<file path="config.mk">
export PLATFORM = sky130hd
export DESIGN_NAME = lrelu_coef_bank
export DESIGN_NICKNAME = d
export VERILOG_FILES = /design/src/lrelu_cfg_pkg.sv /design/src/lrelu_coef_bank.sv
export VERILOG_INCLUDE_DIRS = /design/src
export SDC_FILE = /design/constraint.sdc
export NUM_CORES = 1
export LEC_CHECK = 0
export ABC_AREA = 0
export BUFFER_PORTS_ARGS = -buffer_cell sky130_fd_sc_hd__buf_2
export CORE_AREA = 10 10 117 119
export CTS_CLUSTER_DIAMETER = 60
export DETAILED_ROUTE_END_ITERATION = 8
export DIE_AREA = 0 0 127 129
export PLACE_DENSITY = 0.87
export SETUP_SLACK_MARGIN = 0.3
export SYNTH_ARGS = -nofsm -noshare
export SYNTH_HDL_FRONTEND = slang
export SYNTH_SLANG_ARGS = --single-unit
</file>
<file path="constraint.sdc">
create_clock -name clk -period 1.5 [get_ports clk]
set_input_delay 0.3 -clock clk [delete_from_list [all_inputs] [get_ports clk]]
set_output_delay 0.3 -clock clk [all_outputs]
set_load 0.1 [all_outputs]
</file>
<file path="src/lrelu_defines.svh">
`ifndef LRELU_DEFINES_SVH
`define LRELU_DEFINES_SVH

// beat shape
`define LRELU_UNITS       4
`define LRELU_WORD_IN     20
`define LRELU_WORD_OUT    8
`define LRELU_WORD_CFG    16
`define LRELU_TAG_WIDTH   3

// internal headroom for products and sums
`define LRELU_ACC_WIDTH   40

// A is a signed fixed-point value with 8 fraction bits
`define LRELU_FRAC_BITS   8

// leaky slope 13/128 near 0.1
`define LRELU_ALPHA       13
`define LRELU_ALPHA_SHIFT 7

// saturation bounds of the output word
`define LRELU_OUT_MAX     127
`define LRELU_OUT_MIN     (-128)

`endif

</file>
<file path="src/lrelu_cfg_pkg.sv">
`include "lrelu_defines.svh"

package lrelu_cfg_pkg;

  typedef logic signed [`LRELU_WORD_CFG-1:0] cfg_word_t;
  typedef logic [$clog2(`LRELU_UNITS)-1:0]   unit_idx_t;

  // load order is D, then the A words, then the B words
  typedef enum logic [1:0] {
    LOAD_D,
    LOAD_A,
    LOAD_B
  } load_state_e;

  typedef struct packed {
    load_state_e state;
    unit_idx_t   unit_idx;
  } cfg_sel_t;

  typedef struct packed {
    cfg_word_t                    d;
    cfg_word_t [`LRELU_UNITS-1:0] a;
    cfg_word_t [`LRELU_UNITS-1:0] b;
  } coef_set_t;

endpackage

</file>
<file path="src/lrelu_coef_bank.sv">
`include "lrelu_defines.svh"

module lrelu_coef_bank (
  input  logic                     clk,
  input  logic                     rst,
  input  logic                     clken,
  input  logic                     cfg_we,
  input  lrelu_cfg_pkg::cfg_sel_t  cfg_sel,
  input  lrelu_cfg_pkg::cfg_word_t cfg_data,
  output lrelu_cfg_pkg::coef_set_t coefs
);
  import lrelu_cfg_pkg::*;

  logic                    d_we;
  logic [`LRELU_UNITS-1:0] a_we;
  logic [`LRELU_UNITS-1:0] b_we;

  // one write slot per accepted word
  always_comb begin
    d_we = 1'b0;
    a_we = '0;
    b_we = '0;
    if (cfg_we) begin
      case (cfg_sel.state)
        LOAD_D:  d_we = 1'b1;
        LOAD_A:  a_we[cfg_sel.unit_idx] = 1'b1;
        LOAD_B:  b_we[cfg_sel.unit_idx] = 1'b1;
        default: d_we = 1'b0;
      endcase
    end
  end

  // new values reach the stages on the next enabled edge
  always_ff @(posedge clk) begin
    if (rst) begin
      coefs <= '0;
    end else if (clken) begin
      if (d_we) begin
        coefs.d <= cfg_data;
      end
      for (int u = 0; u < `LRELU_UNITS; u++) begin
        if (a_we[u]) begin
          coefs.a[u] <= cfg_data;
        end
        if (b_we[u]) begin
          coefs.b[u] <= cfg_data;
        end
      end
    end
  end

  a_we_known: assert property (@(posedge clk) disable iff (rst) !$isunknown(cfg_we));

endmodule

</file>
==> reports/results.ini <==
[outcome]
status = finished, final reports clean

[setup_path]
cp_top_family = flip-flops
rrSetupSlack_ns = 0.53
cp.required_ns = 1.20
crit_path_cell_trace = buf_12
start_kind = flop
rr_startpoint = coefs[74]$_SDFFE_PP0P_
cpPeakStageDelay_ns = 0.38
crit_slowest_cell = dfxtp_2
worst-path-buf-inv = 1
cp_max_fo = 2
cp-end-kind = output pin
critPathLaunch = coefs[29]$_SDFFE_PP0P_
path_class = reg2out
worst_ep_arrival_time_ns = 0.99

[synthesis]
synthCells = 530
yosys.area.top_type = dfxtp_1
synth.net_count = 554
synth_edf_count = 0
avgSynthCellArea_um2 = 10.7
synth_seq_cells = 144
synth_ff_type = dfxtp_1
async_reset_ff_frac = 0
synth_area_um2 = 5690
ys_top_cells_by_count = dfxtp_1, nand2b_1, mux2i_1, nand2_1, clkbuf_1
yosysUniqueCellTypes = 20
yosys_warnings = 0
yosys.area.top_type_share = 0.506
yosysSeqAreaShare = 0.506
synth_area_leaders = dfxtp_1, mux2i_1, nand2b_1, nand2_1, clkbuf_1

[sta]
maxSlewHeadroom = 0.632
fin_setup_tns_ns = 0
fmax_mhz = 777
setup_ws_ns = 0.213
drv_slew = 0
finalCritPeriodShare = 0.858
tightest_slew_ns = 0.552
fin_skew_ns = 0
min_period_ns = 1.29
grt_setup_unrepaired = yes
setup_violations = 0
hold_viol_final = 0

[final_layout]
stdcell_area_um2 = 10000
syn_to_final_growth_pct = 75.7
largest_reg_flops = 144
finalNetCount = 766
fin_util = 0.884
largest_registers = coefs x144
layout-drive-gt1-share = 0.566
regMostFlops = coefs

[route]
wirelength_um = 22400
detail-route-antenna-nets = 0
routedWlPerCell_um = 24.9
drc = 0
vias = 4901
dr.pass1.iters = 5
viasPerCell = 5.45
first_iter_violations = 317

[clock_network]
ctsHoldBuffers = 0
cts_made_buffers = 17
clockBufferDepth = 2
cts_num_sinks = 144
htreeDepth = 4
clock_latency_ns = 0.40
cts_tree = yes
clk_pin_slew_ns = 0.06
clockRootBuffer = clkbuf_16

[pwr]
p_per_area_nw_per_um2 = 859
peakVddDrop_v = 0.000707
p_total_mw = 8.60
leakage_nw = 4.67

[place]
dpl_cell_area_um2 = 6720
dp_slack_ns = 0.0250
hpwl_um = 11400
gp_routability_congestion = 0.841
place.port_buffers = 167

[grt]
groute.usage.overall = 0.245
grt_first_pass_wirelength_um = 31000
overflow = 0
grt_pass1_vias = 5202
grt_max_degree = 45
antenna_found_initial = 1

[floorplanning]
dieHeight_um = 129
dieArea_um2 = 16400
start_util = 0.503
die_x_um = 127
fp.coreArea_um2 = 11300
num_rows = 39
io_pins = 168

[min_path]
hp-start = cfg_data[9]
hp-class = in2reg

[run]
drv_cap = 0

-- metal layers --
metal,up-vias,track usage,share of wire
met5,-,0,0
met4,0,0.125,0.052
met3,81,0.0797,0.063
met2,252,0.464,0.55
met1,2410,0.230,0.33
li1,2158,-,-
-- path summary, 6_finish.rpt --
check        cells past startpoint                 endpoint
max                              1                coefs[29]
min                              3  coefs[137]$_SDFFE_PP0P_
max reg2reg                      3   coefs[74]$_SDFFE_PP0P_
min reg2reg                      2   coefs[84]$_SDFFE_PP0P_
-- cells by family (layout without fill, tap and decap cells) --
kind of cell    after synthesis  in the layout  synth area share
simple gates                194            194             0.210
flops                       144            144             0.506
mux                         128            128             0.225
buf+inv                      48            273            0.0444
compound gates               16             16            0.0141
other cells                   0              1                 0
-- through the flow --
step           std cells  hold WS (ns)
2_1_floorplan        530         0.428
4_1_cts              863         0.117
3_5_place_dp         801         0.440
6_report             899         0.144
3_3_place_gp         801         0.438
5_1_grt              899         0.160
-- cell usage in the layout, fill, tap and decap left out --
| master | netlist | layout |
|---|---|---|
| nand2b_1 | 144 | 144 |
| buf_2 | 8 | 22 |
| clkinvlp_4 | 0 | 4 |
| dfxtp_2 | 0 | 113 |
| nor3b_4 | 1 | 1 |
| diode_2 | 0 | 1 |
| mux2i_1 | 128 | 128 |
| dfxtp_4 | 0 | 31 |
| clkinv_2 | 0 | 5 |
| nand2_4 | 6 | 6 |
| and3b_2 | 2 | 2 |
| clkbuf_1 | 25 | 1 |
| clkinv_4 | 0 | 4 |
| bufinv_16 | 0 | 1 |
| nor4bb_2 | 0 | 1 |
| buf_12 | 0 | 145 |
| clkbuf_16 | 0 | 17 |
| nand4bb_1 | 1 | 1 |
| nor3b_2 | 1 | 1 |
| a21oi_1 | 16 | 16 |
| and3_1 | 1 | 1 |
| and2_1 | 2 | 2 |
| and3b_1 | 1 | 1 |
| nand2_1 | 34 | 34 |
| buf_4 | 2 | 74 |
-- final cells by class --
cell class              count  area [um2]
repair buffers            241        3570
fillers                   433        1320
flip-flops and latches    144        3140
multi-input cells         338        2560
diodes                      1        2.50
well taps                 143         179
clock buffers              18         429
clock inverters            14         120
-- repair_timing --
item | in CTS | in global routing
setup buffers | 30 | 35
hold endpoints to repair | 0 | 0
endpoints found under the setup margin | 144 | 144
resized for setup | 582 | 25
-- power breakdown --
part | internal [mW] | leakage, nW | switching, mW
sequential | 3.81 | 1.24 | 0.0424
clock | 2.27 | 0.261 | 1.70
combinational | 0.284 | 3.17 | 0.490
total | 6.37 | 4.67 | 2.23
(Power assumes the default switching activity.)
