$ cat src/lrelu_defines.svh
`ifndef LRELU_DEFINES_SVH
`define LRELU_DEFINES_SVH

// beat shape
`define LRELU_UNITS       4
`define LRELU_WORD_IN     20
`define LRELU_WORD_OUT    8
`define LRELU_WORD_CFG    16
`define LRELU_TAG_WIDTH   3

// internal headroom for products and sums
`define LRELU_ACC_WIDTH   40

// A is a signed fixed-point value with 8 fraction bits
`define LRELU_FRAC_BITS   8

// leaky slope 13/128 near 0.1
`define LRELU_ALPHA       13
`define LRELU_ALPHA_SHIFT 7

// saturation bounds of the output word
`define LRELU_OUT_MAX     127
`define LRELU_OUT_MIN     (-128)

`endif

$ cat src/lrelu_cfg_pkg.sv
`include "lrelu_defines.svh"

package lrelu_cfg_pkg;

  typedef logic signed [`LRELU_WORD_CFG-1:0] cfg_word_t;
  typedef logic [$clog2(`LRELU_UNITS)-1:0]   unit_idx_t;

  // load order is D, then the A words, then the B words
  typedef enum logic [1:0] {
    LOAD_D,
    LOAD_A,
    LOAD_B
  } load_state_e;

  typedef struct packed {
    load_state_e state;
    unit_idx_t   unit_idx;
  } cfg_sel_t;

  typedef struct packed {
    cfg_word_t                    d;
    cfg_word_t [`LRELU_UNITS-1:0] a;
    cfg_word_t [`LRELU_UNITS-1:0] b;
  } coef_set_t;

endpackage

$ cat src/lrelu_config_ctrl.sv
`include "lrelu_defines.svh"

module lrelu_config_ctrl (
  input  logic                    clk,
  input  logic                    rst,
  input  logic                    clken,
  input  logic                    cfg_valid,
  output logic                    cfg_we,
  output lrelu_cfg_pkg::cfg_sel_t cfg_sel,
  output logic                    count_config_full
);
  import lrelu_cfg_pkg::*;

  localparam int LAST_UNIT = `LRELU_UNITS - 1;

  load_state_e state;
  load_state_e state_next;
  unit_idx_t   unit_idx;
  unit_idx_t   unit_next;
  logic        last_word;

  // a word is taken on every enabled strobe, no handshake
  assign cfg_we         = cfg_valid && clken;
  assign cfg_sel.state    = state;
  assign cfg_sel.unit_idx = unit_idx;
  assign last_word      = (state == LOAD_B) && (unit_idx == unit_idx_t'(LAST_UNIT));

  always_comb begin
    state_next = state;
    unit_next  = unit_idx;
    case (state)
      LOAD_D: begin
        state_next = LOAD_A;
        unit_next  = '0;
      end
      LOAD_A: begin
        if (unit_idx == unit_idx_t'(LAST_UNIT)) begin
          state_next = LOAD_B;
          unit_next  = '0;
        end else begin
          unit_next = unit_idx + 1'b1;
        end
      end
      LOAD_B: begin
        if (last_word) begin
          state_next = LOAD_D;
          unit_next  = '0;
        end else begin
          unit_next = unit_idx + 1'b1;
        end
      end
      default: begin
        state_next = LOAD_D;
        unit_next  = '0;
      end
    endcase
  end

  always_ff @(posedge clk) begin
    if (rst) begin
      state             <= LOAD_D;
      unit_idx          <= '0;
      count_config_full <= 1'b0;
    end else if (cfg_we) begin
      state             <= state_next;
      unit_idx          <= unit_next;
      // set by B[last], cleared by any following word
      count_config_full <= last_word;
    end
  end

  a_sel_legal: assert property (@(posedge clk) disable iff (rst)
    (int'(unit_idx) < `LRELU_UNITS) && (state inside {LOAD_D, LOAD_A, LOAD_B}));

endmodule

$ cat config.mk
export PLATFORM = sky130hd
export DESIGN_NAME = lrelu_config_ctrl
export DESIGN_NICKNAME = d
export VERILOG_FILES = /design/src/lrelu_cfg_pkg.sv /design/src/lrelu_config_ctrl.sv
export VERILOG_INCLUDE_DIRS = /design/src
export SDC_FILE = /design/constraint.sdc
export NUM_CORES = 1
export LEC_CHECK = 0
export BUFFER_PORTS_ARGS = -buffer_cell sky130_fd_sc_hd__buf_2
export CORE_AREA = 4 4 41 43
export DETAILED_ROUTE_END_ITERATION = 10
export DIE_AREA = 0 0 45 47
export GPL_ROUTABILITY_DRIVEN = 1
export PLACE_DENSITY = 0.43
export SLEW_MARGIN = 20
export SYNTH_ARGS = -nofsm -noshare
export SYNTH_HDL_FRONTEND = slang
export SYNTH_SLANG_ARGS = --single-unit
$ cat constraint.sdc
create_clock -name clk -period 2.7 [get_ports clk]
set_input_delay 0.135 -clock clk [delete_from_list [all_inputs] [get_ports clk]]
set_output_delay 0.135 -clock clk [all_outputs]
set_load 0.02 [all_outputs]
==> impl_results.md <==
* Pleak at between 0.15 and 0.2 nW
* Post-CTS Setup Bufs at 0
* Clk sink count at 5
* GRT Residual Overflow at 0
* Worst r2r src: state[1]$_SDFFE_PP0P_
* Post-Place Cell Area at approximately 360 µm²
* Die width at between 40 and 50 µm
* Layout cell share with drive strength beyond 1 at 0.2917
* Flop and latch count out of synthesis at 5
* Design Power at ~0.00019 W
* Post-layout util at 0.2990
* Worst path required time at between 2000 and 3000 ps
* Syn. warnings at 0
* VDD IR max at around 0.00016 V
* # nets final at just under 60
* Chip Height at about 47 µm
* Final hold violation count at 0
* Core area at between 1000 and 1500 µm²
* Initial Util at 0.2298
* RD Place Congestion at around 0.76
* Final setup viols at 0
* Vias in the first global route at between 200 and 300
* DIE AREA at 2115 µm²
* Crit Path Max Fanout at 5
* Worst-Skew Late Latency at roughly 250 ps
* XOR/XNOR share of the synthesized area at 0
* Row count at 13
* CTS max path bufs at 2
* DRC viols at 0
* I/O Buffers at 9
* Post-synthesis compound-gate area fraction at 0.2259
* Max-cap viol count at 0
* Share of total power in the clock network at 0.490
* Largest family of logic cells by synthesized area: compound AO/OA/AOI/OAI gates
* Final min period at 1242 ps
* R2R Path End: unit_idx[0]$_SDFFE_PP0P_
* Slew HR at 0.8708
* Worst Hold End: state[0]$_SDFFE_PP0P_
* Cts hold-fix bufs at 0
* Post-synthesis adder-cell area fraction at 0.2092
* Initial DRC Count at 4
* R2r worst-path depth at 5
* Switch Pwr at approximately 0.00005 W
* Clock root buffer master: clkbuf_4
* Post-route ant nets at 0
* Syn-to-layout area delta at 30.13%
* RSZ-0062 raised after global routing: no
* Routed WL at 675 µm
* PwrDens at approximately 490 nW/µm²
* Initial antenna violation count at 0
* I/O Pins at 10
* Status: finished clean
* Netlist Area Pre-Place at roughly 300 µm²
* Cts bufs inserted at 3
* Worst hold path depth at 2
* Fin crit share at 0.4602
* WP data arrival at about 1400 ps
* DR vias at 281
* Reg2reg setup slack at around 1500 ps
* Drt wl/cell at 10.71 µm
* DR pass1 iterations at 4
* Mux contribution to synthesized area at 0
* Critical Path End Type: flip-flop
* Worst Skew at between 1.5 and 2 ps
* Post-Synth Simple-Gate Area at 0.1799
* Largest net degree at the start of global routing at 8
* Critical Setup Path Class: flip-flop to flip-flop
* Vias/cell at about 4.5
* Final Cell Area at 389.1 µm²
* TritonCTS clock tree: yes
* Comb pwr share at 0.108
* Register share of total power at 0.402
* N_diodes at 0
* Max-slew violations at 0
* Worst Max-Slew Pin Slew at 193.3 ps
* Hold WC Path Type: input pin to flip-flop
* Number of distinct library cells after synthesis at 15
* P_int at between 0.0001 and 0.00015 W
* CTS H-tree lvls at 1
* Post-DP HPWL at 510.4 µm
* Cts repair resizes at 0
* Clock slew at reported path FFs at 50 ps
* Total track usage at 0.07747
* Fin Setup TNS at 0 ps
* Fmax at 0.8049 GHz
* Seq/Total Area, Yosys at 0.3347
* Switching share of power at 0.2663
* Critical path launch point type: flip-flop
* Syn nets at 44
* Post-Synthesis Cells at 35
* Hold Startpoint: rst
* First-pass GRT wire length at approximately 1100 µm
* Syn_area_per_cell at about 8.5 µm²
## worst max-delay path, cell delays in order, from the launching register on
cell and delay [ps]:
dfxtp_1 390, inv_1 90, ha_1 230, nor2b_1 140
o2111ai_1 190, a21oi_1 90
## cells in the mapped netlist
| library cell | instances | area, µm² |
|---|---|---|
| a21o_1 | 1 | 7.510 |
| inv_1 | 3 | 11.26 |
| a31oi_1 | 1 | 6.260 |
| a21oi_2 | 1 | 8.760 |
| nand2_1 | 5 | 18.77 |
| and2b_1 | 1 | 7.510 |
| a21oi_1 | 3 | 15.01 |
| nor2b_1 | 2 | 12.51 |
| inv_2 | 1 | 3.750 |
| nand3_1 | 3 | 15.01 |
| ha_1 | 5 | 62.56 |
| dfxtp_1 | 5 | 100.1 |
| o2111ai_1 | 2 | 17.52 |
| o21bai_1 | 1 | 7.510 |
| o21ai_0 | 1 | 5.000 |
## worst max-delay path by stage
stage / from / to / slack (ps) / cells after the start
6_report: state[1]$_SDFFE_PP0P_ / unit_idx[0]$_SDFFE_PP0P_ / 1460 / 5
5_1_grt: state[1]$_SDFFE_PP0P_ / unit_idx[0]$_SDFFE_PP0P_ / 1320 / 5
4_1_cts: state[1]$_SDFFE_PP0P_ / unit_idx[0]$_SDFFE_PP0P_ / 1440 / 5
3_5_place_dp: state[1]$_SDFFE_PP0P_ / unit_idx[0]$_SDFFE_PP0P_ / 1450 / 5
3_3_place_gp: state[0]$_SDFFE_PP0P_ / unit_idx[0]$_SDFFE_PP0P_ / 1480 / 5
2_1_floorplan: state[1]$_SDFFE_PP0P_ / unit_idx[0]$_SDFFE_PP0P_ / 1420 / 5
## area by class of cell
class / instances / area, µm²
flip-flops and latches: 5 / 100.1
multi-input cells: 26 / 183.9
fillers: 149 / 912.1
repair buffers: 9 / 45.04
well taps: 15 / 18.77
clock buffers: 4 / 26.28
inverters: 4 / 15.01
## power by group through the flow
stage	Combinational, W	Sequential [W]	Clock, W
2_1_floorplan	0.0000113	0.0000791	0
3_3_place_gp	0.0000207	0.0000778	0
3_5_place_dp	0.0000203	0.0000777	0
4_1_cts	0.0000205	0.0000762	0.0000960
5_1_grt	0.0000224	0.0000763	0.0000992
6_report	0.0000204	0.0000762	0.0000929
## routing by layer
metal  global-route usage  routed length [µm]  up-vias
met2              0.09605                 277        8
li1                     -                   -      149
met5                    0                   0        -
met3              0.03448                  43        5
met4              0.08772                  27        0
met1              0.09112                 327      119
## cell families after synthesis
| logic type | Yosys count |
|---|---|
| AND/OR/NAND/NOR | 11 |
| AO/OA/AOI/OAI | 10 |
| adder cells (fa/ha/maj) | 5 |
| flip-flops | 5 |
| buffers and inverters | 4 |
## metrics by stage
| step | setup slack [ps] | hold WS [ps] | cells |
|---|---|---|---|
| 2_1_floorplan | 1415 | 197.4 | 35 |
| 3_3_place_gp | 1480 | 374.4 | 59 |
| 3_5_place_dp | 1446 | 373.1 | 59 |
| 4_1_cts | 1445 | 109.8 | 63 |
| 5_1_grt | 1325 | 119.9 | 63 |
| 6_report | 1458 | 109.5 | 63 |
## cell usage in the layout (no fill, tap or decap)
master / netlist / layout
inv_1: 3 / 3
a21oi_2: 1 / 1
o2111ai_1: 2 / 2
a21oi_1: 3 / 3
clkbuf_4: 0 / 3
nand3_1: 3 / 3
o21bai_1: 1 / 1
and2b_1: 1 / 1
ha_1: 5 / 5
a21o_1: 1 / 1
buf_2: 0 / 9
inv_2: 1 / 1
a31oi_1: 1 / 1
dfxtp_1: 5 / 5
clkbuf_1: 0 / 1
nand2_1: 5 / 5
o21ai_0: 1 / 1
nor2b_1: 2 / 2
## sequential cells by signal, indices dropped and copies added, names as in the netlist
| signal | cells |
|---|---|
| count_config_full | 1 |
| state | 2 |
| unit_idx | 2 |
Note: power is estimated with default switching activity, not from simulation.
