File: src/lrelu_defines.svh
`ifndef LRELU_DEFINES_SVH
`define LRELU_DEFINES_SVH

// beat shape
`define LRELU_UNITS       4
`define LRELU_WORD_IN     20
`define LRELU_WORD_OUT    8
`define LRELU_WORD_CFG    16
`define LRELU_TAG_WIDTH   3

// internal headroom for products and sums
`define LRELU_ACC_WIDTH   40

// A is a signed fixed-point value with 8 fraction bits
`define LRELU_FRAC_BITS   8

// leaky slope 13/128 near 0.1
`define LRELU_ALPHA       13
`define LRELU_ALPHA_SHIFT 7

// saturation bounds of the output word
`define LRELU_OUT_MAX     127
`define LRELU_OUT_MIN     (-128)

`endif

File: src/lrelu_pkg.sv
`include "lrelu_defines.svh"

package lrelu_pkg;

  // single words
  typedef logic signed [`LRELU_WORD_IN-1:0]   word_in_t;
  typedef logic signed [`LRELU_WORD_OUT-1:0]  word_out_t;
  typedef logic signed [`LRELU_ACC_WIDTH-1:0] acc_t;

  // user tag riding beside the data
  typedef struct packed {
    logic                        is_lrelu;
    logic [`LRELU_TAG_WIDTH-1:0] tag;
  } lrelu_user_t;

  // sideband of one beat
  typedef struct packed {
    logic        valid;
    logic        last;
    lrelu_user_t user;
  } beat_ctl_t;

  // one beat of UNITS words
  typedef word_in_t  [`LRELU_UNITS-1:0] data_in_t;
  typedef acc_t      [`LRELU_UNITS-1:0] acc_vec_t;
  typedef word_out_t [`LRELU_UNITS-1:0] data_out_t;

endpackage

File: src/lrelu_cfg_pkg.sv
`include "lrelu_defines.svh"

package lrelu_cfg_pkg;

  typedef logic signed [`LRELU_WORD_CFG-1:0] cfg_word_t;
  typedef logic [$clog2(`LRELU_UNITS)-1:0]   unit_idx_t;

  // load order is D, then the A words, then the B words
  typedef enum logic [1:0] {
    LOAD_D,
    LOAD_A,
    LOAD_B
  } load_state_e;

  typedef struct packed {
    load_state_e state;
    unit_idx_t   unit_idx;
  } cfg_sel_t;

  typedef struct packed {
    cfg_word_t                    d;
    cfg_word_t [`LRELU_UNITS-1:0] a;
    cfg_word_t [`LRELU_UNITS-1:0] b;
  } coef_set_t;

endpackage

File: src/lrelu_affine_stage.sv
`include "lrelu_defines.svh"

module lrelu_affine_stage (
  input  logic                     clk,
  input  logic                     rst,
  input  logic                     clken,
  input  lrelu_pkg::beat_ctl_t     in_ctl,
  input  lrelu_pkg::data_in_t      in_data,
  input  lrelu_cfg_pkg::coef_set_t coefs,
  output lrelu_pkg::beat_ctl_t     out_ctl,
  output lrelu_pkg::acc_vec_t      out_data
);
  import lrelu_pkg::*;
  import lrelu_cfg_pkg::*;

  beat_ctl_t                    ctl_1;
  acc_vec_t                     prod_1;
  cfg_word_t [`LRELU_UNITS-1:0] b_1;

  // sideband follows the data two enabled cycles behind
  always_ff @(posedge clk) begin
    if (rst) begin
      ctl_1   <= '0;
      out_ctl <= '0;
    end else if (clken) begin
      ctl_1   <= in_ctl;
      out_ctl <= ctl_1;
    end
  end

  // cycle one: x * A, with B captured from the same coefficient set
  always_ff @(posedge clk) begin
    if (clken) begin
      for (int u = 0; u < `LRELU_UNITS; u++) begin
        prod_1[u] <= acc_t'($signed(in_data[u])) * acc_t'($signed(coefs.a[u]));
        b_1[u]    <= coefs.b[u];
      end
    end
  end

  // cycle two: floor away the fraction bits, then add B
  always_ff @(posedge clk) begin
    if (clken) begin
      for (int u = 0; u < `LRELU_UNITS; u++) begin
        out_data[u] <= ($signed(prod_1[u]) >>> `LRELU_FRAC_BITS)
                     + acc_t'($signed(b_1[u]));
      end
    end
  end

endmodule

File: config.mk
export PLATFORM = sky130hd
export DESIGN_NAME = lrelu_affine_stage
export DESIGN_NICKNAME = d
export VERILOG_FILES = /design/src/lrelu_pkg.sv /design/src/lrelu_cfg_pkg.sv /design/src/lrelu_affine_stage.sv
export VERILOG_INCLUDE_DIRS = /design/src
export SDC_FILE = /design/constraint.sdc
export NUM_CORES = 2
export LEC_CHECK = 0
export BUFFER_PORTS_ARGS = -buffer_cell sky130_fd_sc_hd__buf_2
export CORE_MARGIN = 4
export CORE_UTILIZATION = 24
export DETAILED_ROUTE_END_ITERATION = 16
export HOLD_SLACK_MARGIN = 0.03
export SYNTH_ARGS = -nofsm -noshare
export SYNTH_HDL_FRONTEND = slang
export SYNTH_SLANG_ARGS = --single-unit
File: constraint.sdc
create_clock -name clk -period 9.4 [get_ports clk]
set_input_delay 1.41 -clock clk [delete_from_list [all_inputs] [get_ports clk]]
set_output_delay 1.41 -clock clk [all_outputs]
set_load 0.005 [all_outputs]
==> flow_summary_export.csv <==
group,metric,value,unit
clocking,clock_path_buffers,3,
global_route,grt_pass1_vias,46500,
clocking,clk-insertion-delay-late,670,ps
worst_setup_path,end_kind,"flop",
clocking,cts_buffers,47,
sta,setup_viol,0,
routing,met2_wirelength,80.5,mm
worst_setup_path,r2r_setup_slack,5520,ps
synthesis,syn_avg_cell_area,9.85,µm²
worst_setup_path,r2r_start,"prod_1[9]$_DFFE_PP_",
cells_and_area,layout-drive-gt1-share,7.95,%
routing,drt_iter0_markers,2295,
clocking,post_cts.repair.setup_buffers,0,
floorplanning,dieWidth,509,µm
synthesis,syn-cell-area,60300,µm²
sta,slew_viol_final,0,
sta,worstMarginPinSlew,1040,ps
cells_and_area,areaGrowthSynthToFinish,11.1,%
clocking,cts-resized-gates,0,
worst_setup_path,crit_path_max_fanout,20,
global_route,grt_usage,13.1,%
sta,finalCritPeriodShare,80.2,%
floorplanning,coreArea,249000,µm²
sta,skew,20.8,ps
routing,drt_pass1_iterations,5,
floorplanning,boundaryPins,399,
synthesis,synth_largest_area_cell,"fa_1",
cells_and_area,ff_latch_area,9010,µm²
sta,min_period,7540,ps
hold_path,min_from,"out_ctl[4]$_SDFFE_PP0P_",
cells_and_area,nFillCells,26200,
sta,max_slew_margin,30.7,%
cells_and_area,multi_input_comb_area,44800,µm²
synthesis,synth-main-ff-cell,"edfxtp_1",
worst_setup_path,reg2reg_depth,10,
synthesis,async_flop_share,0,%
synthesis,synth_top_area_share,42.2,%
routing,wirelength,168,mm
synthesis,synth_area_leaders,"fa_1, edfxtp_1, ha_1, inv_1, and2_1",
synthesis,syn_nets,8091,
worst_setup_path,arrival,7920,ps
clocking,cts.clk_slew.worst_paths,60,ps
routing,vias,41800,
hold_path,hp-class,"reg -> reg",
clocking,cts_hold_buf,0,
worst_setup_path,critPathRequiredTime,9790,ps
worst_setup_path,crit_chain,"buf_2, nand2_1, inv_1, fa_1, fa_1, fa_1, fa_1, fa_1, inv_1, fa_1, inv_1, ha_1, a21oi_1, o21ai_0, a211o_1, a22oi_1, nand2_1, a221oi_1, o21ai_0, a31oi_1, xnor2_1",
status,status,"finished clean",
flow_run,max_cap_viol_count,0,
synthesis,postSynthCellCount,6126,
hold_path,hold_depth,2,
worst_setup_path,path_class,"in -> reg",
floorplanning,die_area,259000,µm²
global_route,antenna_found_initial,45,
floorplanning,initial_utilization,24.2,%
routing,wl_per_cell,17.3,µm
global_route,grt_overflow,0,
synthesis,synth-seq-area-share,14.9,%
routing,top_layer_used,"met5",
sta,rsz0062_at_grt,"false",
sta,timing.final.hold_violations,0,
global_route,grt_pass1_wl,266,mm
hold_path,holdPathEnd,"out_ctl[4]$_SDFFE_PP0P_",
floorplanning,rows,183,
clocking,htreeDepth,2,
synthesis,yosys_warnings,0,
cells_and_area,mostFrequentLayoutCells,"inv_1, fa_1, nand2_1, and2_1, ha_1",
routing,route.detailed.drc,0,
worst_setup_path,crit_top_cell,"fa_1",
placement,gp_congestion,0.879,
cells_and_area,layout_commonest_cell,"inv_1",
clocking,cts_tree,"done",
worst_setup_path,cp-start-kind,"input pin",
synthesis,netlist-cell-type-count,79,
sta,setup_tns,0,ps
routing,wl_met3,9.15,mm
cells_and_area,fin_nets,8283,
clocking,root_buffer,"clkbuf_16",
clocking,clock-sinks,304,
synthesis,ys_seq_elements,304,
worst_setup_path,cp_slowest_stage_delay,770,ps
global_route,grt_max_degree,109,
placement,dp_hpwl,136,mm
worst_setup_path,reg2reg_to,"out_data[19]$_DFFE_PP_",
routing,final_antenna_net_count,0,
floorplanning,chipHeight,509,µm
routing,vias_per_cell,4.30,
placement,port_buffers,382,
worst_setup_path,crit_slowest_cell,"fa_1",
sta,timing.fmax,133,MHz
synthesis,synth-edff-count,292,
routing,met1_length,69.2,mm
-- flip-flops by register name (all words and copies together), names as in the netlist --
name,count
b_1,64
prod_1,112
out_ctl,6
ctl_1,6
out_data,116
-- logic make-up (layout without fill, tap and decap cells) --
logic type / after synthesis / after routing / synth area share [%]
buffers and inverters: 1681 / 1910 / 10.7
muxes: 13 / 13 / 0.216
and+or+nand+nor: 1683 / 1683 / 13.7
xor gates and xnor gates: 223 / 223 / 3.24
adders and majority gates: 1732 / 1732 / 51.7
AOI/OAI and AO/OA: 490 / 490 / 5.44
DFF: 304 / 304 / 14.9
other: 0 / 31 / 0
-- final cells by class --
class                   instances  share of cell area (%)
clock buffers                  48                    1.76
clock inverters                38                   0.590
diodes                         31                   0.116
well taps                    3330                    6.21
repair buffers                390                    2.97
multi-input cells            4141                    66.9
inverters                    1434                    8.03
flip-flops and latches        304                    13.4
-- cells in the mapped netlist, types with 12 or more instances --
cell      instances
a211oi_1         28
a21o_1           70
a21oi_1         119
a31oi_1          15
and2_1          598
and3_1           25
buf_4            44
clkbuf_1        201
dfxtp_1          12
edfxtp_1        292
fa_1           1272
ha_1            460
inv_1          1430
mux2i_1          13
nand2_1         682
nand2b_1         35
nand3_1          34
nand4_1          22
nor2_1          200
nor2b_1          21
nor3_1           37
o211ai_1         12
o21a_1           32
o21ai_0         103
o21bai_1         16
xnor2_1         182
xor2_1           41
-- worst max-delay path, delay by kind of cell --
| kind | cells | cell delay [ps] |
|---|---|---|
| fa+ha+maj | 7 | 3680 |
| simple gates | 2 | 340 |
| compound gates | 7 | 1930 |
| buf+inv | 4 | 450 |
| xor+xnor | 1 | 100 |
-- layer usage --
metal | vias up | track usage, %
met5 | - | 0
met4 | 4 | 6.25
met3 | 276 | 1.84
met2 | 1188 | 22.1
met1 | 21500 | 16.6
li1 | 18900 | -
-- stage by stage --
step           instances  util [%]  instance area (µm²)  setup WS (ps)  hold slack, ps
2_1_floorplan       6126         -                60300           1970             460
3_3_place_gp        9599      26.2                65400           1400             470
3_5_place_dp        9599      26.2                65400           1210             483
4_1_cts             9685      26.9                67000           1980             499
5_1_grt             9707      26.9                67000           1510             530
6_report            9716      26.9                67100           1860             491
-- how the worst max path moves through the flow --
stage | start | end | slack, ps | cells past startpoint
after floorplan | coefs[81] | prod_1[74]$_DFFE_PP_ | 1970 | 22
after global placement | coefs[103] | prod_1[115]$_DFFE_PP_ | 1400 | 23
after detailed placement | coefs[97] | prod_1[115]$_DFFE_PP_ | 1210 | 21
after CTS | coefs[97] | prod_1[115]$_DFFE_PP_ | 1980 | 21
after global routing | coefs[97] | prod_1[115]$_DFFE_PP_ | 1510 | 20
final | coefs[97] | prod_1[115]$_DFFE_PP_ | 1860 | 21
Power is left out: the tool's default activity adds up to more than one toggle a clock period on the data nets, which glitch-free logic cannot reach.
