===== config.mk =====
export PLATFORM = sky130hd
export DESIGN_NAME = lrelu_leaky_stage
export DESIGN_NICKNAME = d
export VERILOG_FILES = /design/src/lrelu_pkg.sv /design/src/lrelu_cfg_pkg.sv /design/src/lrelu_leaky_stage.sv
export VERILOG_INCLUDE_DIRS = /design/src
export SDC_FILE = /design/constraint.sdc
export NUM_CORES = 2
export LEC_CHECK = 0
export BUFFER_PORTS_ARGS = -buffer_cell sky130_fd_sc_hd__buf_2
export CELL_PAD_IN_SITES_DETAIL_PLACEMENT = 0
export CELL_PAD_IN_SITES_GLOBAL_PLACEMENT = 1
export CORE_UTILIZATION = 40
export CTS_CLUSTER_DIAMETER = 150
export DETAILED_ROUTE_END_ITERATION = 8
export GPL_TIMING_DRIVEN = 0
export PLACE_DENSITY_LB_ADDON = 0.1
export SLEW_MARGIN = 0
export SYNTH_ARGS = -nofsm -noshare
export SYNTH_HDL_FRONTEND = slang
export SYNTH_SLANG_ARGS = --single-unit

===== constraint.sdc =====
create_clock -name clk -period 15.9 [get_ports clk]
set_input_delay 2.385 -clock clk [delete_from_list [all_inputs] [get_ports clk]]
set_output_delay 2.385 -clock clk [all_outputs]
set_load 0.05 [all_outputs]

===== src/lrelu_defines.svh =====
`ifndef LRELU_DEFINES_SVH
`define LRELU_DEFINES_SVH

// beat shape
`define LRELU_UNITS       4
`define LRELU_WORD_IN     20
`define LRELU_WORD_OUT    8
`define LRELU_WORD_CFG    16
`define LRELU_TAG_WIDTH   3

// internal headroom for products and sums
`define LRELU_ACC_WIDTH   40

// A is a signed fixed-point value with 8 fraction bits
`define LRELU_FRAC_BITS   8

// leaky slope 13/128 near 0.1
`define LRELU_ALPHA       13
`define LRELU_ALPHA_SHIFT 7

// saturation bounds of the output word
`define LRELU_OUT_MAX     127
`define LRELU_OUT_MIN     (-128)

`endif


===== src/lrelu_pkg.sv =====
`include "lrelu_defines.svh"

package lrelu_pkg;

  // single words
  typedef logic signed [`LRELU_WORD_IN-1:0]   word_in_t;
  typedef logic signed [`LRELU_WORD_OUT-1:0]  word_out_t;
  typedef logic signed [`LRELU_ACC_WIDTH-1:0] acc_t;

  // user tag riding beside the data
  typedef struct packed {
    logic                        is_lrelu;
    logic [`LRELU_TAG_WIDTH-1:0] tag;
  } lrelu_user_t;

  // sideband of one beat
  typedef struct packed {
    logic        valid;
    logic        last;
    lrelu_user_t user;
  } beat_ctl_t;

  // one beat of UNITS words
  typedef word_in_t  [`LRELU_UNITS-1:0] data_in_t;
  typedef acc_t      [`LRELU_UNITS-1:0] acc_vec_t;
  typedef word_out_t [`LRELU_UNITS-1:0] data_out_t;

endpackage


===== src/lrelu_cfg_pkg.sv =====
`include "lrelu_defines.svh"

package lrelu_cfg_pkg;

  typedef logic signed [`LRELU_WORD_CFG-1:0] cfg_word_t;
  typedef logic [$clog2(`LRELU_UNITS)-1:0]   unit_idx_t;

  // load order is D, then the A words, then the B words
  typedef enum logic [1:0] {
    LOAD_D,
    LOAD_A,
    LOAD_B
  } load_state_e;

  typedef struct packed {
    load_state_e state;
    unit_idx_t   unit_idx;
  } cfg_sel_t;

  typedef struct packed {
    cfg_word_t                    d;
    cfg_word_t [`LRELU_UNITS-1:0] a;
    cfg_word_t [`LRELU_UNITS-1:0] b;
  } coef_set_t;

endpackage


===== src/lrelu_leaky_stage.sv =====
`include "lrelu_defines.svh"

module lrelu_leaky_stage (
  input  logic                     clk,
  input  logic                     rst,
  input  logic                     clken,
  input  lrelu_pkg::beat_ctl_t     in_ctl,
  input  lrelu_pkg::acc_vec_t      in_data,
  input  lrelu_cfg_pkg::coef_set_t coefs,
  output lrelu_pkg::beat_ctl_t     out_ctl,
  output lrelu_pkg::data_out_t     out_data
);
  import lrelu_pkg::*;
  import lrelu_cfg_pkg::*;

  localparam acc_t OUT_MAX = acc_t'(`LRELU_OUT_MAX);
  localparam acc_t OUT_MIN = acc_t'(`LRELU_OUT_MIN);

  beat_ctl_t ctl_1;
  acc_vec_t  q_1;
  cfg_word_t d_1;
  acc_vec_t  sum;

  always_ff @(posedge clk) begin
    if (rst) begin
      ctl_1   <= '0;
      out_ctl <= '0;
    end else if (clken) begin
      ctl_1   <= in_ctl;
      out_ctl <= ctl_1;
    end
  end

  // cycle one: scale negatives by alpha on lrelu beats
  always_ff @(posedge clk) begin
    if (clken) begin
      d_1 <= coefs.d;
      for (int u = 0; u < `LRELU_UNITS; u++) begin
        if (in_ctl.user.is_lrelu && in_data[u][`LRELU_ACC_WIDTH-1]) begin
          q_1[u] <= ($signed(in_data[u]) * `LRELU_ALPHA) >>> `LRELU_ALPHA_SHIFT;
        end else begin
          q_1[u] <= in_data[u];
        end
      end
    end
  end

  always_comb begin
    for (int u = 0; u < `LRELU_UNITS; u++) begin
      sum[u] = $signed(q_1[u]) + acc_t'($signed(d_1));
    end
  end

  // cycle two: add D and clamp to the output word
  always_ff @(posedge clk) begin
    if (clken) begin
      for (int u = 0; u < `LRELU_UNITS; u++) begin
        if ($signed(sum[u]) > OUT_MAX) begin
          out_data[u] <= word_out_t'(OUT_MAX);
        end else if ($signed(sum[u]) < OUT_MIN) begin
          out_data[u] <= word_out_t'(OUT_MIN);
        end else begin
          out_data[u] <= word_out_t'(sum[u]);
        end
      end
    end
  end

  // the clamp must never wrap a large sum into the opposite sign
  for (genvar u = 0; u < `LRELU_UNITS; u++) begin : g_clamp_chk
    a_clamp_sign: assert property (@(posedge clk) disable iff (rst)
      (clken && ctl_1.valid) |=>
        out_data[u][`LRELU_WORD_OUT-1] == $past(sum[u][`LRELU_ACC_WIDTH-1]));
  end

endmodule


==> results.toml <==
[outcome]
run_status = "finished, violations left"
failing_checks = "DRC"

[critical_path]
worst_setup_path_start_kind = "primary input"
timing_worst_setup_path_type = "primary input to flip-flop"
r2r_cells = 15
critPathArrivalTime_ns = 7.32
reg2reg_to = "out_data[6]$_SDFFCE_PN1P_"
rrSetupSlack_ns = 10.52
timing.critical_path.fanout_max = 8
critPathMaxStageDelay_ns = 0.57
timing.critical_path.cells = "buf_2 > ha_1 > ha_1 > inv_1 > fa_1 > inv_1 > ha_1 > o21ai_0 > a221oi_1 > o21ai_0 > a211oi_1 > a31oi_1 > nor3_1 > o2111ai_1 > nand3_1 > a31oi_1 > xnor2_1 > o21ai_0"
cp.required_ns = 16.19
critPathSlowestCell = "nor3_1"
cp-end-kind = "flip-flop"
startpoint_of_the_worst_slack_reg_to_reg_timing_path = "d_1[15]$_DFFE_PP_"

[clock_tree]
clock_tree.buffer_depth = 3
clkTransAtPathRegs_ns = 0.06
tritoncts_num_sinks = 220
clock-root-buffer = "clkbuf_16"
ctsResizeCount = 0
clk_latency_ns = 0.59
cts-buffers-inserted = 28
ctsHtreeMaxLevel = 1
cts_hold_repair.buffers = 0
cts_tree = "built"
cts_setup_buffers = 0

[place]
io_buffers = 221
detailed_place_hpwl_um = 72000
place_congestion = 0.832
dp_worst_setup_slack_ns = 8.27
placed_insts = 5156

[hold_path]
hold_path_depth = 2
hp-class = "flip-flop to flip-flop"
hold-path-endpoint = "out_ctl[1]$_SDFFE_PP0P_"
hold_path_startpoint = "out_ctl[1]$_SDFFE_PP0P_"

[grt]
groute.usage.overall_pct = 20.7
grt_first_pass_wirelength_um = 139000
grt_antenna_before_repair = 3
globalRouteOverflowTotal = 0
grt_start_max_net_pins = 110
first_global_vias = 26300

[yosys]
proportion_of_synthesized_area_in_mux_cells_pct = 0.992
top_area_cells_in_the_synthesized_netlist = "ha_1, edfxtp_1, fa_1, inv_1, a21oi_1"
syn-num-nets = 4911
synth_compound_area_share_pct = 20.1
largest_family_of_logic_cells_by_synthesized_area = "adder cells"
yosysWarningCount = 0
yosysSeqAreaShare_pct = 19.8
synth_cell_types = 93
yosys.area_share.xor_xnor_pct = 6.95
post_synth.cell_area_avg_um2 = 8.47
synth_top_area_share_pct = 22.4
yosysTopAreaCell = "ha_1"
synth_edf_count = 208
ys_dominant_reg_cell = "edfxtp_1"
synth_cells = 3870
mappedNetlistArea_um2 = 32800
synthArstFlopShare_pct = 0
synth_adder_area_share_pct = 31.0
synth_simple_gate_area_share_pct = 11.8
synth.ff_latch_count = 220

[routing]
detail_route.vias_per_cell = 5.18
starting_drt_drc_count = 1118
routed_wl_um = 86300
detail_route.wl_per_cell_um = 16.6
dr_total_vias = 27000
drc_viols = 13
drt_pass1_iterations = 7
ant_nets = 0

[power_and_ir_drop]
intPower_mw = 2.06
max-vdd-ir-drop_v = 0.0000750
power_density_nw_per_um2 = 106
power_leakage_nw = 18.0
clock_power_share_pct = 15.8
power.share.switching_pct = 46.4
power.sequential.fraction_pct = 21.9
combPwrFrac_pct = 62.3
p_switching_mw = 1.78
fin_total_pwr_mw = 3.84

[sta]
setup_ws_ns = 8.86
max_slew.worst_pin.slew_ns = 0.917
fmaxAchievable_mhz = 142
setup-violations-final = 0
timing_hold_violations_final = 0
rsz0062_at_grt = "false"
timing.final.max_slew_violations = 0
clock_tree_skew_after_final_layout_ns = 0.0165
final.period_utilization_pct = 44.3
timing.slew.headroom_pct = 38.8
setup_tns_ns = 0
timing.final.crit_period_ns = 7.04

[die]
placement_rows = 104
die_width_um = 288
i_o_pin_count = 351
die_height_um = 288
start_util_pct = 40.6
core_area_um2 = 80800
die_area_um2 = 83100

[cells_and_area]
syn_to_final_growth_pct = 10.4
fill_cells = 8332
number_of_nets_at_the_end_of_the_flow = 5167
mostFrequentLayoutCell = "inv_1"
regArea_um2 = 6490
multiInputGateArea_um2 = 23200
layout-drive-gt1-share_pct = 8.27
layout_common_cells = "inv_1, ha_1, nand2_1"
instances_no_fill = 5209

[flow_run]
cap_viol_max_count = 0
state kept, by name (all words and copies together), names as in the netlist:
register / cells
out_data: 32
ctl_1: 6
d_1: 16
out_ctl: 6
q_1: 160
cells in the mapped netlist, types with 47 or more instances:
| library cell | number |
|---|---|
| inv_1 | 728 |
| ha_1 | 588 |
| nand2_1 | 315 |
| a21oi_1 | 256 |
| o21ai_0 | 249 |
| edfxtp_1 | 208 |
| nor2_1 | 165 |
| xnor2_1 | 141 |
| fa_1 | 140 |
| a21o_1 | 138 |
| xor2_1 | 119 |
| clkbuf_1 | 72 |
| nand4_1 | 60 |
| nand3_1 | 47 |
how the worst max path moves through the flow:
stage	from	to	slack (ns)	cells past startpoint
global route	in_data[43]	q_1[76]$_DFFE_PP_	8.35	18
CTS	in_data[42]	q_1[76]$_DFFE_PP_	8.85	18
detailed placement	in_data[42]	q_1[76]$_DFFE_PP_	8.27	18
global placement	in_data[42]	q_1[79]$_DFFE_PP_	8.25	18
floorplan	in_data[122]	q_1[152]$_DFFE_PP_	9.55	18
finish	in_data[42]	q_1[76]$_DFFE_PP_	8.86	18
metal layers:
metal / global-route usage (%) / routed length (um)
met1: 30.1 / 44200
met2: 33.4 / 37700
met3: 2.19 / 3090
met4: 3.33 / 1330
met5: 0 / 0
kinds of logic after synthesis:
kind of cell,after synthesis
adders and majority gates,728
DFF,220
AOI/OAI and AO/OA,1007
xor gates and xnor gates,260
muxes,31
and+or+nand+nor,808
buffers and inverters,816
power by group through the flow:
| stage | clock network [mW] | logic [mW] | registers, mW |
|---|---|---|---|
| after floorplan | 0 | 1.73 | 0.918 |
| after global placement | 0 | 2.38 | 0.861 |
| after detailed placement | 0 | 2.39 | 0.850 |
| after CTS | 0.628 | 2.41 | 0.841 |
| after global routing | 0.645 | 2.72 | 0.849 |
| final | 0.607 | 2.39 | 0.840 |
layout make-up:
class / instances / share of cell area (%)
Clock inverter: 16 / 0.290
Antenna cell: 2 / 0.0138
Sequential cell: 220 / 17.9
Multi-Input combinational cell: 2834 / 64.1
Inverter: 728 / 7.55
Tap cell: 1060 / 3.66
Buffer: 88 / 0.982
Clock buffer: 35 / 2.07
Timing Repair Buffer: 226 / 3.42
critical path: cells and delay by family:
family                   cells  cell delay, ns
buffers and inverters        3            0.24
AO/OA/AOI/OAI                8            2.18
adder cells (fa/ha/maj)      4            1.34
XOR/XNOR                     1            0.44
AND/OR/NAND/NOR              2            0.73
stage by stage:
stage,utilization [%],instance area [um2],hold slack (ns)
2_1_floorplan,-,32800,0.460
3_3_place_gp,43.6,35200,0.476
3_5_place_dp,43.7,35300,0.482
4_1_cts,44.8,36200,0.496
5_1_grt,44.8,36200,0.518
6_report,44.8,36200,0.489
Note: power is estimated with default switching activity, not from simulation.
